## src/hdl/pool_consts.svh

```systemverilog
// Size constants for the point-cloud max-pooling engine
// Include wherever lane counts, widths or queue depths are needed
`ifndef POOL_CONSTS_SVH
`define POOL_CONSTS_SVH

// ==========================================================================
// Datapath sizes
// ==========================================================================
// Activation lanes per feature vector
`define POOL_LANES      8
// Bits per activation, unsigned
`define ACT_W           8
// Map and feature address width
`define IDX_W           16
// Point counter width
`define POINT_W         16
// Neighbor count width, K runs 1..16
`define K_W             5

// ==========================================================================
// Core count and queue depths
// ==========================================================================
`define POOL_CORES      2
`define CORE_ID_W       1
// Index queue per core, also its map credit limit
`define IDX_FIFO_DEPTH  4
// Tag queue in the arbiter
`define MAP_OUTSTANDING 8

`endif
```

## src/hdl/pool_pkg.sv

```systemverilog
// Shared struct types for the pooling engine
// Import into modules that carry config, bus requests or vectors
`include "pool_consts.svh"

package pool_pkg;

    // One feature vector, lane 0 in the low byte
    typedef logic [`POOL_LANES-1:0][`ACT_W-1:0] act_vec_t;

    // Core tag for response routing
    typedef logic [`CORE_ID_W-1:0] core_id_t;

    // Job descriptor, 53 bits
    typedef struct packed {
        logic [`POINT_W-1:0] num_points;
        logic [`K_W-1:0]     k;
        logic [`IDX_W-1:0]   map_base;
        logic [`IDX_W-1:0]   out_base;
    } pool_cfg_t;

    // Map read request and index response
    typedef struct packed {
        logic              vld;
        logic [`IDX_W-1:0] addr;
    } map_req_t;

    typedef struct packed {
        logic              vld;
        logic [`IDX_W-1:0] idx;
    } map_rsp_t;

    // Feature read, response and output write
    typedef struct packed {
        logic              vld;
        logic [`IDX_W-1:0] addr;
    } ofm_req_t;

    typedef struct packed {
        logic     vld;
        act_vec_t vec;
    } ofm_rsp_t;

    typedef struct packed {
        logic              vld;
        logic [`IDX_W-1:0] addr;
        act_vec_t          vec;
    } ofm_wr_t;

endpackage

```

## src/hdl/pool_top.sv

```systemverilog
// Top of the max-pooling engine
// POOL_CORES cores share one map-read bus through the arbiter
`timescale 1ns/1ps
`include "pool_consts.svh"

module pool_top import pool_pkg::*; (
    input  logic                   clk,
    input  logic                   rst_n,
    // Per-core job setup
    input  logic [`POOL_CORES-1:0] cfg_vld,
    input  pool_cfg_t              cfg [`POOL_CORES],
    output logic [`POOL_CORES-1:0] busy,
    // Shared neighbor-map memory
    output map_req_t               map_rd,
    input  map_rsp_t               map_rsp,
    // Per-core feature ports
    output ofm_req_t               ofm_rd [`POOL_CORES],
    input  ofm_rsp_t               ofm_rsp [`POOL_CORES],
    output ofm_wr_t                ofm_wr [`POOL_CORES]
);

    // ======================================================================
    // Core to arbiter wiring
    // ======================================================================
    map_req_t               core_map_req [`POOL_CORES];
    map_rsp_t               core_map_rsp [`POOL_CORES];
    logic [`POOL_CORES-1:0] core_map_gnt;

    map_arbiter u_map_arbiter (
        .clk      (clk),
        .rst_n    (rst_n),
        .core_req (core_map_req),
        .map_gnt  (core_map_gnt),
        .map_rd   (map_rd),
        .map_rsp  (map_rsp),
        .core_rsp (core_map_rsp)
    );

    // ======================================================================
    // Pool cores
    // ======================================================================
    // Core 0 has top map priority
    for (genvar c = 0; c < `POOL_CORES; c++) begin : g_core
        pool_core u_pool_core (
            .clk     (clk),
            .rst_n   (rst_n),
            .cfg_vld (cfg_vld[c]),
            .cfg     (cfg[c]),
            .busy    (busy[c]),
            .map_req (core_map_req[c]),
            .map_gnt (core_map_gnt[c]),
            .map_rsp (core_map_rsp[c]),
            .ofm_rd  (ofm_rd[c]),
            .ofm_rsp (ofm_rsp[c]),
            .ofm_wr  (ofm_wr[c])
        );
    end

endmodule

```

## src/hdl/pool_core.sv

```systemverilog
// One pooling core: walks points and neighbors for a job
// Fetches indices over the shared map bus, then features, then writes the max
`timescale 1ns/1ps
`include "pool_consts.svh"

module pool_core import pool_pkg::*; (
    input  logic      clk,
    input  logic      rst_n,
    input  logic      cfg_vld,
    input  pool_cfg_t cfg,
    output logic      busy,
    output map_req_t  map_req,
    input  logic      map_gnt,
    input  map_rsp_t  map_rsp,
    output ofm_req_t  ofm_rd,
    input  ofm_rsp_t  ofm_rsp,
    output ofm_wr_t   ofm_wr
);

    localparam int CNT_W = $clog2(`IDX_FIFO_DEPTH + 1);

    typedef enum logic {
        ST_IDLE,
        ST_RUN
    } state_t;

    state_t              state;
    pool_cfg_t           cfg_q;
    logic                cfg_take;
    logic [`K_W-1:0]     k_last;
    logic [`POINT_W-1:0] pt_last;

    // Issue side
    logic [`POINT_W-1:0] iss_pt;
    logic [`K_W-1:0]     iss_nb;
    logic [`IDX_W-1:0]   iss_addr;
    logic                iss_last;
    logic                iss_done;
    logic [CNT_W-1:0]    map_pend;
    logic [CNT_W-1:0]    fifo_cnt;
    logic [CNT_W:0]      credit_used;

    // Consume side
    logic [`IDX_W-1:0]   idx_head;
    logic                idx_empty;
    logic                rd_fire;
    logic                rd_pend;
    logic [`POINT_W-1:0] cons_pt;
    logic [`K_W-1:0]     cons_nb;
    logic                cons_first;
    logic                cons_last;
    logic [`IDX_W-1:0]   wr_addr;

    // ======================================================================
    // Job control
    // ======================================================================
    assign cfg_take = cfg_vld && !busy;
    assign busy     = (state == ST_RUN);
    assign k_last   = cfg_q.k - 1'b1;
    assign pt_last  = cfg_q.num_points - 1'b1;

    // Done once the final point's write leaves
    always_ff @(posedge clk or negedge rst_n) begin
        if (!rst_n) begin
            state <= ST_IDLE;
        end else if (cfg_take) begin
            state <= ST_RUN;
        end else if (ofm_wr.vld && (cons_pt == cfg_q.num_points)) begin
            state <= ST_IDLE;
        end
    end

    always_ff @(posedge clk) begin
        if (cfg_take) begin
            cfg_q <= cfg;
        end
    end

    // ======================================================================
    // Map issue
    // ======================================================================
    // Neighbor-minor order, so the map address simply counts up
    assign iss_last    = (iss_pt == pt_last) && (iss_nb == k_last);
    // Reads in flight plus indices parked in the queue
    assign credit_used = map_pend + fifo_cnt;

    always_comb begin
        map_req.vld  = busy && !iss_done && (credit_used < `IDX_FIFO_DEPTH);
        map_req.addr = iss_addr;
    end

    always_ff @(posedge clk or negedge rst_n) begin
        if (!rst_n) begin
            iss_pt   <= '0;
            iss_nb   <= '0;
            iss_done <= 1'b0;
        end else if (cfg_take) begin
            iss_pt   <= '0;
            iss_nb   <= '0;
            iss_done <= 1'b0;
        end else if (map_gnt) begin
            if (iss_last) begin
                iss_done <= 1'b1;
            end
            if (iss_nb == k_last) begin
                iss_nb <= '0;
                iss_pt <= iss_pt + 1'b1;
            end else begin
                iss_nb <= iss_nb + 1'b1;
            end
        end
    end

    always_ff @(posedge clk) begin
        if (cfg_take) begin
            iss_addr <= cfg.map_base;
        end else if (map_gnt) begin
            iss_addr <= iss_addr + 1'b1;
        end
    end

    // Granted but unanswered map reads
    always_ff @(posedge clk or negedge rst_n) begin
        if (!rst_n) begin
            map_pend <= '0;
        end else begin
            case ({map_gnt, map_rsp.vld})
                2'b10:   map_pend <= map_pend + 1'b1;
                2'b01:   map_pend <= map_pend - 1'b1;
                default: map_pend <= map_pend;
            endcase
        end
    end

    // ======================================================================
    // Index queue and feature reads
    // ======================================================================
    strobe_fifo #(
        .T     (logic [`IDX_W-1:0]),
        .DEPTH (`IDX_FIFO_DEPTH)
    ) u_idx_fifo (
        .clk   (clk),
        .rst_n (rst_n),
        .push  (map_rsp.vld),
        .din   (map_rsp.idx),
        .pop   (rd_fire),
        .dout  (idx_head),
        .empty (idx_empty),
        .count (fifo_cnt)
    );

    // Single feature read in flight
    assign rd_fire = busy && !idx_empty && !rd_pend;

    always_comb begin
        ofm_rd.vld  = rd_fire;
        ofm_rd.addr = idx_head;
    end

    always_ff @(posedge clk or negedge rst_n) begin
        if (!rst_n) begin
            rd_pend <= 1'b0;
        end else if (rd_fire) begin
            rd_pend <= 1'b1;
        end else if (ofm_rsp.vld) begin
            rd_pend <= 1'b0;
        end
    end

    // ======================================================================
    // Consume counters and max
    // ======================================================================
    assign cons_first = (cons_nb == '0);
    assign cons_last  = (cons_nb == k_last);
    assign wr_addr    = cfg_q.out_base + cons_pt;

    always_ff @(posedge clk or negedge rst_n) begin
        if (!rst_n) begin
            cons_pt <= '0;
            cons_nb <= '0;
        end else if (cfg_take) begin
            cons_pt <= '0;
            cons_nb <= '0;
        end else if (ofm_rsp.vld) begin
            if (cons_last) begin
                cons_nb <= '0;
                cons_pt <= cons_pt + 1'b1;
            end else begin
                cons_nb <= cons_nb + 1'b1;
            end
        end
    end

    max_accum u_max_accum (
        .clk     (clk),
        .rst_n   (rst_n),
        .vec_vld (ofm_rsp.vld),
        .vec     (ofm_rsp.vec),
        .first   (cons_first),
        .last    (cons_last),
        .wr_addr (wr_addr),
        .ofm_wr  (ofm_wr)
    );

    // New job only while idle
    a_cfg_idle: assert property (@(posedge clk) disable iff (!rst_n)
        cfg_vld |-> !busy);
    // Feature memory answers only the read we issued
    a_ofm_rsp_owned: assert property (@(posedge clk) disable iff (!rst_n)
        ofm_rsp.vld |-> rd_pend);

endmodule

```

## src/hdl/max_accum.sv

```systemverilog
// Lane-wise running maximum over the neighbors of one point
// Emits the output write one cycle after the last neighbor
`timescale 1ns/1ps
`include "pool_consts.svh"

module max_accum import pool_pkg::*; (
    input  logic              clk,
    input  logic              rst_n,
    input  logic              vec_vld,
    input  act_vec_t          vec,
    input  logic              first,
    input  logic              last,
    input  logic [`IDX_W-1:0] wr_addr,
    output ofm_wr_t           ofm_wr
);

    act_vec_t          acc;
    act_vec_t          acc_next;
    logic              wr_vld;
    logic [`IDX_W-1:0] wr_addr_q;
    act_vec_t          wr_vec_q;

    // Unsigned compare per lane
    // First neighbor overwrites, old contents don't matter
    always_comb begin
        for (int l = 0; l < `POOL_LANES; l++) begin
            if (first || (vec[l] > acc[l])) begin
                acc_next[l] = vec[l];
            end else begin
                acc_next[l] = acc[l];
            end
        end
    end

    always_ff @(posedge clk) begin
        if (vec_vld) begin
            acc <= acc_next;
        end
    end

    // Write strobe, one cycle after the K-th vector
    always_ff @(posedge clk or negedge rst_n) begin
        if (!rst_n) begin
            wr_vld <= 1'b0;
        end else begin
            wr_vld <= vec_vld && last;
        end
    end

    // Finished max and its address ride with the strobe
    always_ff @(posedge clk) begin
        if (vec_vld && last) begin
            wr_addr_q <= wr_addr;
            wr_vec_q  <= acc_next;
        end
    end

    always_comb begin
        ofm_wr.vld  = wr_vld;
        ofm_wr.addr = wr_addr_q;
        ofm_wr.vec  = wr_vec_q;
    end

endmodule

```

## src/hdl/map_arbiter.sv

```systemverilog
// Fixed-priority arbiter for the shared neighbor-map read bus
// Lowest core wins, tag queue steers in-order responses back
`timescale 1ns/1ps
`include "pool_consts.svh"

module map_arbiter import pool_pkg::*; (
    input  logic                   clk,
    input  logic                   rst_n,
    input  map_req_t               core_req [`POOL_CORES],
    output logic [`POOL_CORES-1:0] map_gnt,
    output map_req_t               map_rd,
    input  map_rsp_t               map_rsp,
    output map_rsp_t               core_rsp [`POOL_CORES]
);

    // Winner of this cycle
    core_id_t win;
    logic     found;
    // Owner of the oldest outstanding read
    core_id_t tag_head;

    // ======================================================================
    // Request side
    // ======================================================================
    // Scan upward, first pending core takes the bus
    always_comb begin
        map_gnt = '0;
        win     = '0;
        found   = 1'b0;
        for (int i = 0; i < `POOL_CORES; i++) begin
            if (core_req[i].vld && !found) begin
                map_gnt[i] = 1'b1;
                win        = core_id_t'(i);
                found      = 1'b1;
            end
        end
    end

    // Granted request goes straight out as a strobe
    always_comb begin
        map_rd.vld  = found;
        map_rd.addr = core_req[win].addr;
    end

    // ======================================================================
    // Tag queue
    // ======================================================================
    // One tag per issued read, popped as its answer returns
    strobe_fifo #(
        .T     (core_id_t),
        .DEPTH (`MAP_OUTSTANDING)
    ) u_tag_fifo (
        .clk   (clk),
        .rst_n (rst_n),
        .push  (map_rd.vld),
        .din   (win),
        .pop   (map_rsp.vld),
        .dout  (tag_head),
        .empty (),
        .count ()
    );

    // ======================================================================
    // Response side
    // ======================================================================
    // Memory answers in order, so the head tag names the owner
    always_comb begin
        for (int i = 0; i < `POOL_CORES; i++) begin
            core_rsp[i].vld = map_rsp.vld && (tag_head == core_id_t'(i));
            // Index fans out to all, only the owner sees vld
            core_rsp[i].idx = map_rsp.idx;
        end
    end

endmodule

```

## src/hdl/strobe_fifo.sv

```systemverilog
// Small circular queue, head readable without a pop
// Payload type set per instance, strobed push and pop
`timescale 1ns/1ps

module strobe_fifo #(
    parameter type T     = logic,
    parameter int  DEPTH = 4
) (
    input  logic                         clk,
    input  logic                         rst_n,
    input  logic                         push,
    input  T                             din,
    input  logic                         pop,
    output T                             dout,
    output logic                         empty,
    output logic [$clog2(DEPTH+1)-1:0]   count
);

    localparam int PTR_W = (DEPTH > 1) ? $clog2(DEPTH) : 1;
    localparam int CNT_W = $clog2(DEPTH + 1);

    T                 mem [DEPTH];
    logic [PTR_W-1:0] wr_ptr;
    logic [PTR_W-1:0] rd_ptr;
    logic [CNT_W-1:0] fill;
    logic             full;

    // Wrap at DEPTH, which need not be a power of two
    function automatic logic [PTR_W-1:0] ptr_inc(input logic [PTR_W-1:0] p);
        if (p == PTR_W'(DEPTH - 1)) begin
            return '0;
        end
        return p + 1'b1;
    endfunction

    // Storage, payload only
    always_ff @(posedge clk) begin
        if (push) begin
            mem[wr_ptr] <= din;
        end
    end

    always_ff @(posedge clk or negedge rst_n) begin
        if (!rst_n) begin
            wr_ptr <= '0;
            rd_ptr <= '0;
            fill   <= '0;
        end else begin
            if (push) begin
                wr_ptr <= ptr_inc(wr_ptr);
            end
            if (pop) begin
                rd_ptr <= ptr_inc(rd_ptr);
            end
            // Net fill change
            case ({push, pop})
                2'b10:   fill <= fill + 1'b1;
                2'b01:   fill <= fill - 1'b1;
                default: fill <= fill;
            endcase
        end
    end

    assign dout  = mem[rd_ptr];
    assign empty = (fill == '0);
    assign full  = (fill == CNT_W'(DEPTH));
    assign count = fill;

    // Credit or tag accounting upstream must keep these from firing
    a_no_overflow: assert property (@(posedge clk) disable iff (!rst_n)
        push && !pop |-> !full);
    a_no_underflow: assert property (@(posedge clk) disable iff (!rst_n)
        pop |-> !empty);

endmodule

```

## config.mk

```make
export PLATFORM = sky130hd
export DESIGN_NAME = pool_top
export DESIGN_NICKNAME = d
export VERILOG_FILES = /design/src/hdl/pool_pkg.sv /design/src/hdl/pool_top.sv /design/src/hdl/pool_core.sv /design/src/hdl/max_accum.sv /design/src/hdl/map_arbiter.sv /design/src/hdl/strobe_fifo.sv
export VERILOG_INCLUDE_DIRS = /design/src /design/src/hdl
export SDC_FILE = /design/constraint.sdc
export NUM_CORES = 1
export LEC_CHECK = 0
export BUFFER_PORTS_ARGS = -buffer_cell sky130_fd_sc_hd__buf_2
export CORE_UTILIZATION = 35
export CTS_BUF_LIST = sky130_fd_sc_hd__clkbuf_8
export DETAILED_ROUTE_END_ITERATION = 8
export GPL_TIMING_DRIVEN = 0
export PLACE_DENSITY_LB_ADDON = 0.1
export SYNTH_ARGS = -nofsm -noshare
export SYNTH_HDL_FRONTEND = slang
export SYNTH_HIERARCHICAL = 1
export SYNTH_SLANG_ARGS = --single-unit
export TNS_END_PERCENT = 50
```

## constraint.sdc

```tcl
create_clock -name clk -period 7.8 [get_ports clk]
set_input_delay 1.17 -clock clk [delete_from_list [all_inputs] [get_ports clk]]
set_output_delay 1.17 -clock clk [all_outputs]
set_load 0.01 [all_outputs]
```

==> Word-level counts from Yosys, hierarchy flattened <==
Memory sizes are Yosys's and may differ from the RTL's.
Index checks and enable logic that the tools add are counted.
{ "word_totals": {"regBits": 512, "in_bits": 257, "out_inout_bits": 215, "memories": 3, "ram_bits": 136, "elab_cells": 316} }
{ "mem_list": {"columns": ["name", "words", "width", "read_ports", "rd_clocked_by_memory_dff", "wr", "line_no", "text"], "rows": [
  ["g_core[0].u_pool_core.u_idx_fifo.mem", 4, 16, 1, 0, 1, "strobe_fifo.sv:22", "T mem [DEPTH];"],
  ["g_core[1].u_pool_core.u_idx_fifo.mem", 4, 16, 1, 0, 1, "strobe_fifo.sv:22", null],
  ["u_map_arbiter.u_tag_fifo.mem", 8, 1, 1, 0, 1, "strobe_fifo.sv:22", null]
]} }
{ "op_classes": {"n_lt_le_gt_ge": 19, "n_addsub": 32, "reduce_logical": 72, "n_eq_ne": 22, "muxes": 98, "n_bitwise": 2} }
{ "op_table": {"columns": ["op", "count"], "rows": [
  ["2-to-1 mux 16 bit", 19],
  ["> comparator 8 bit", 16],
  ["2-to-1 mux 8 bit", 16],
  ["adder 16 x 1 -> 16 bit, second input constant", 6],
  ["== test 16 bit", 4],
  ["2-to-1 mux 5 bit", 12],
  ["nonzero test 2 bit", 18],
  ["2-to-1 mux 1 bit", 35],
  ["adder 16 bit", 2],
  ["subtractor 16 x 1 -> 16 bit, second input constant", 2],
  ["one-hot mux 3 bit (2 select lines)", 4],
  ["adder 5 x 1 -> 5 bit, second input constant", 4],
  ["== test 5 bit", 4],
  ["logical AND 1 bit", 19],
  ["adder 3 x 1 -> 3 bit, second input constant", 6],
  ["== test 2 bit, second input constant", 8],
  ["logical OR 1 bit", 16],
  ["2-to-1 mux 2 bit", 8],
  ["2-to-1 mux 3 bit", 4],
  ["AND reduction 2 bit", 6],
  ["subtractor 3 x 1 -> 3 bit, second input constant", 4],
  ["zero test 5 bit", 2],
  ["subtractor 5 x 1 -> 5 bit, second input constant", 2],
  ["zero test 1 bit", 9],
  ["other kinds (9)", 19]
]} }

==> Logic depth before layout (Yosys ltp) <==
{ "logic_depth": {"ltp_word": 11, "depth_mapped": 16, "mapped_depth_nobuf": 12} }

==> By module <==
Netlist, hierarchy kept.
{ "by_module_without_submodules": {"columns": ["module", "cells_per_inst", "area_per_inst_um2", "n_inst", "seq_area_each_um2"], "rows": [
  ["max_accum", 451, 6885.4, 2, 4349.2],
  ["pool_core (g_core[0].u_pool_core)", 630, 6271.0, 1, 2792.7],
  ["pool_core (g_core[1].u_pool_core)", 611, 6158.4, 1, 2792.7],
  ["strobe_fifo (g_core[0].u_pool_core.u_idx_fifo ...)", 121, 2762.6, 2, 2097.0],
  ["strobe_fifo (u_map_arbiter.u_tag_fifo)", 68, 898.4, 1, 490.5],
  ["map_arbiter", 58, 544.3, 1, 0.0]
]} }

==> Least setup slack after synthesis <==
Ideal clock, no wire load.
{ "synth_timing": {"kind": "register -> register", "from": "reg g_core[0].u_pool_core/cfg_q[32] (netlist name)", "to": "reg g_core[0].u_pool_core.u_max_accum.wr_vec_q, in the netlist g_core[0].u_pool_core/u_max_accum/ofm_wr[0], enable pin", "path_slack_ns": 3.782, "synth_period_minus_slack_ns": 4.018, "stages_incl_launch_ff": 8, "arrival_ns": 3.571, "cell_sequence": "edfxtp_1 inv_1 ha_1 nor2b_1 or3_1 a31o_2 nor2_1 and2_1"} }
{ "synth_via": {"elab_chain_cells": 3} }
{ "synth_rtl": {"columns": ["element", "line_no", "text"], "rows": [
  ["from (decl)", "pool_core.sv:28", "pool_cfg_t cfg_q;"],
  ["from (signal assigned)", "pool_core.sv:75", "cfg_q <= cfg;"],
  ["subtractor 5 x 1 -> 5 bit", "pool_core.sv:59", "assign k_last = cfg_q.k - 1'b1;"],
  ["== test 5 bit", "pool_core.sv:174", "assign cons_last = (cons_nb == k_last);"],
  ["named net g_core[0].u_pool_core.cons_last", "pool_core.sv:51", "logic cons_last;"],
  ["logical AND 1 bit", "max_accum.sv:52", "if (vec_vld && last) begin"],
  ["to (signal assigned)", "max_accum.sv:54", "wr_vec_q <= acc_next;"],
  ["to (decl)", "max_accum.sv:21", "act_vec_t wr_vec_q;"]
]} }
The timed path passes the listed nets, and every way through them passes these cells.
A chain may end at the register's enable or synchronous reset.

==> metrics.txt <==
post-route clock period utilization=60.6%; Post-Syn Nets=2946; row cnt=112; DRC viols=0; number of CTS-inserted buffers=118; clk_skew=41.8 ps; Max Slew Vio Count=0; Syn-to-layout area delta=19.3%; Max stage delay on crit path=630 ps; io pins=472; RSZ-0062 raised after global routing=false; Hold-fix buffers, CTS=0; pre-CTS setup slack=3040 ps; Seq. cell area=18900 um2; aggregate routed wire length=80900 um; TritonCTS Sinks=648; Avg Inst Size Synth=13.2 um2; Core ar.=93200 um2; worst hold path type=input port to async pin; share of post-route cells with drive strength above 1=28.7%; post-CTS sizing=0; post-route antenna net violation count=0; fmax=212 MHz; Yosys warning total=6; Lkg Pwr=15.9 nW; pwr dens=304 nW/um2; nets=3528; routability cong.=0.806; die area=95300 um2; CTS tree=yes; starting DRC count in detailed routing=1150; GRT Util Overall=16.8%; Die Wd=309 um; Slew HR=28.6%; post-route worst setup slack=3080 ps; Initial Util=35.3%; clock tree buffer depth=3; wire length per cell=18.3 um; global-route wire length before repair=124000 um; vias in the first global route=22100; Final setup viols=0; outcome=complete, no violations; initial antenna violation count=6; Hold Vio Cnt, Final=0; Layout Cells excl Fill=4431; filler cell count=8888; placed cells=4203; Clk Latency, worst-skew pair=760 ps; Max VDD drop=0.285 mV; setup bufs post-CTS=0; arrival time at the worst endpoint=3550 ps; Critical Path End Type=primary output; Via density=4.82; drt pass-1 iters=6; crit path max-delay cell type=or4b_2; CP required=6630 ps; Core Util, Final=42.1%; IO Port Bufs=455; worst-path fanout max=10; cell count after synthesis=2487; measured slew at the worst slew-check pin=1070 ps; via count=21400; total power=12.0 mW; H-tree levels=3; Syn Std Cell Area=32900 um2; Final HPWL DP=58400 um; Total Neg Setup Slack=0 ps; min Tclk post-route=4720 ps; max-cap violation count=0; die height=309 um; Remaining Overflow, GRT=0; Startpoint Class=register; CTS root buf=clkbuf_8; worst path cell trace=ha_1 -> or4b_2 -> a311oi_1 -> nand2b_4 -> buf_6 -> buf_12 -> mux2_4 -> buf_2; Crit Path Category=register to primary output; area occupied by multi-input gates=12700 um2; clock slew at reported path FFs=60 ps; largest net degree at the start of global routing=67
==> registers in the layout (all words and copies together) (netlist names) <==
register	count
g_core.u_pool_core/u_idx_fifo/mem	128
g_core.u_pool_core/u_max_accum/acc	128
g_core.u_pool_core/u_max_accum/ofm_wr	128
g_core.u_pool_core/cfg_q	74
g_core.u_pool_core/cons_pt	32
g_core.u_pool_core/iss_addr	32
g_core.u_pool_core/iss_pt	32
g_core.u_pool_core/u_max_accum/wr_addr_q	32
g_core.u_pool_core/cons_nb	10
g_core.u_pool_core/iss_nb	10
u_map_arbiter/u_tag_fifo/mem	8
g_core.u_pool_core/map_pend	6
g_core.u_pool_core/u_idx_fifo/count	6
g_core.u_pool_core/u_idx_fifo/rd_ptr	4
g_core.u_pool_core/u_idx_fifo/wr_ptr	4
u_map_arbiter/u_tag_fifo/rd_ptr	3
u_map_arbiter/u_tag_fifo/wr_ptr	3
g_core.u_pool_core/busy	2
g_core.u_pool_core/iss_done	2
g_core.u_pool_core/rd_pend	2
g_core.u_pool_core/u_max_accum/wr_vld	2
==> where the power goes <==
part	switching, mW	internal, mW	total (mW)	leakage, nW
Combinational	1.99	1.74	3.73	8.16
Sequential	0.427	4.63	5.06	6.38
Clock	1.47	1.70	3.17	1.36
==> cells in the final DEF (no fill, tap or decap), drive strengths merged, types with 18 or more instances in the layout <==
cell type,n
clkinv,39
nand3,63
nor3,42
mux4,34
nor2,130
buf,517
inv,251
xnor2,115
clkbuf,165
and2,18
edfxtp,530
and3,30
o21ai,99
nor2b,21
ha,196
xor2,80
mux2,158
dfrtp,118
nand4,49
or3,18
nand2,166
a21oi,119
==> worst max-delay path, delay by kind of cell (launching register included) <==
kind / cells / cell delay, ps
adder cells (fa/ha/maj): 1 / 290
AND/OR/NAND/NOR: 2 / 870
buffers and inverters: 3 / 430
flip-flops: 1 / 400
multiplexers: 1 / 310
AO/OA/AOI/OAI: 1 / 520
==> area by class of cell <==
class | count | share of cell area [%]
inverter | 203 | 1.94
buffer | 89 | 1.48
timing repair buffer | 462 | 6.28
sequential | 648 | 48.0
tap | 1254 | 3.99
clock inverter | 92 | 1.30
antenna | 5 | 0.0319
multi-input combinational | 1547 | 32.3
clock buffer | 131 | 4.59
==> routing by layer <==
layer / vias up / wire [um] / global-route usage (%)
met5: - / 57 / 0
met4: 8 / 1720 / 5.61
met3: 124 / 4600 / 4.02
met2: 455 / 40200 / 28.8
met1: 10400 / 34400 / 20.7
li1: 10400 / - / -
==> metrics by stage <==
step | hold slack (ps) | area [um2]
2_1_floorplan | 441 | 32900
3_3_place_gp | 464 | 36800
3_5_place_dp | 476 | 37000
4_1_cts | 370 | 39300
5_1_grt | 421 | 39300
6_report | 440 | 39300
==> path summary, 6_finish.rpt <==
check | start | end | slack [ps] | cells past startpoint
max | g_core[0].u_pool_core/map_pend[2] | map_rd[8] | 3080 | 8
min | rst_n | g_core[1].u_pool_core/cons_pt[11] | 440 | 1
max reg2reg | g_core[1].u_pool_core/map_pend[2] | g_core[1].u_pool_core/iss_pt[8] | 3110 | 14
min reg2reg | g_core[1].u_pool_core/map_pend[2] | g_core[1].u_pool_core/map_pend[2] | 480 | 1
max in group asynchronous | rst_n | g_core[0].u_pool_core/iss_pt[5] | 6570 | 2
min in group clk | g_core[1].u_pool_core/map_pend[2] | g_core[1].u_pool_core/map_pend[2] | 480 | 1
No activity file was read; power rests on OpenSTA's default activity.
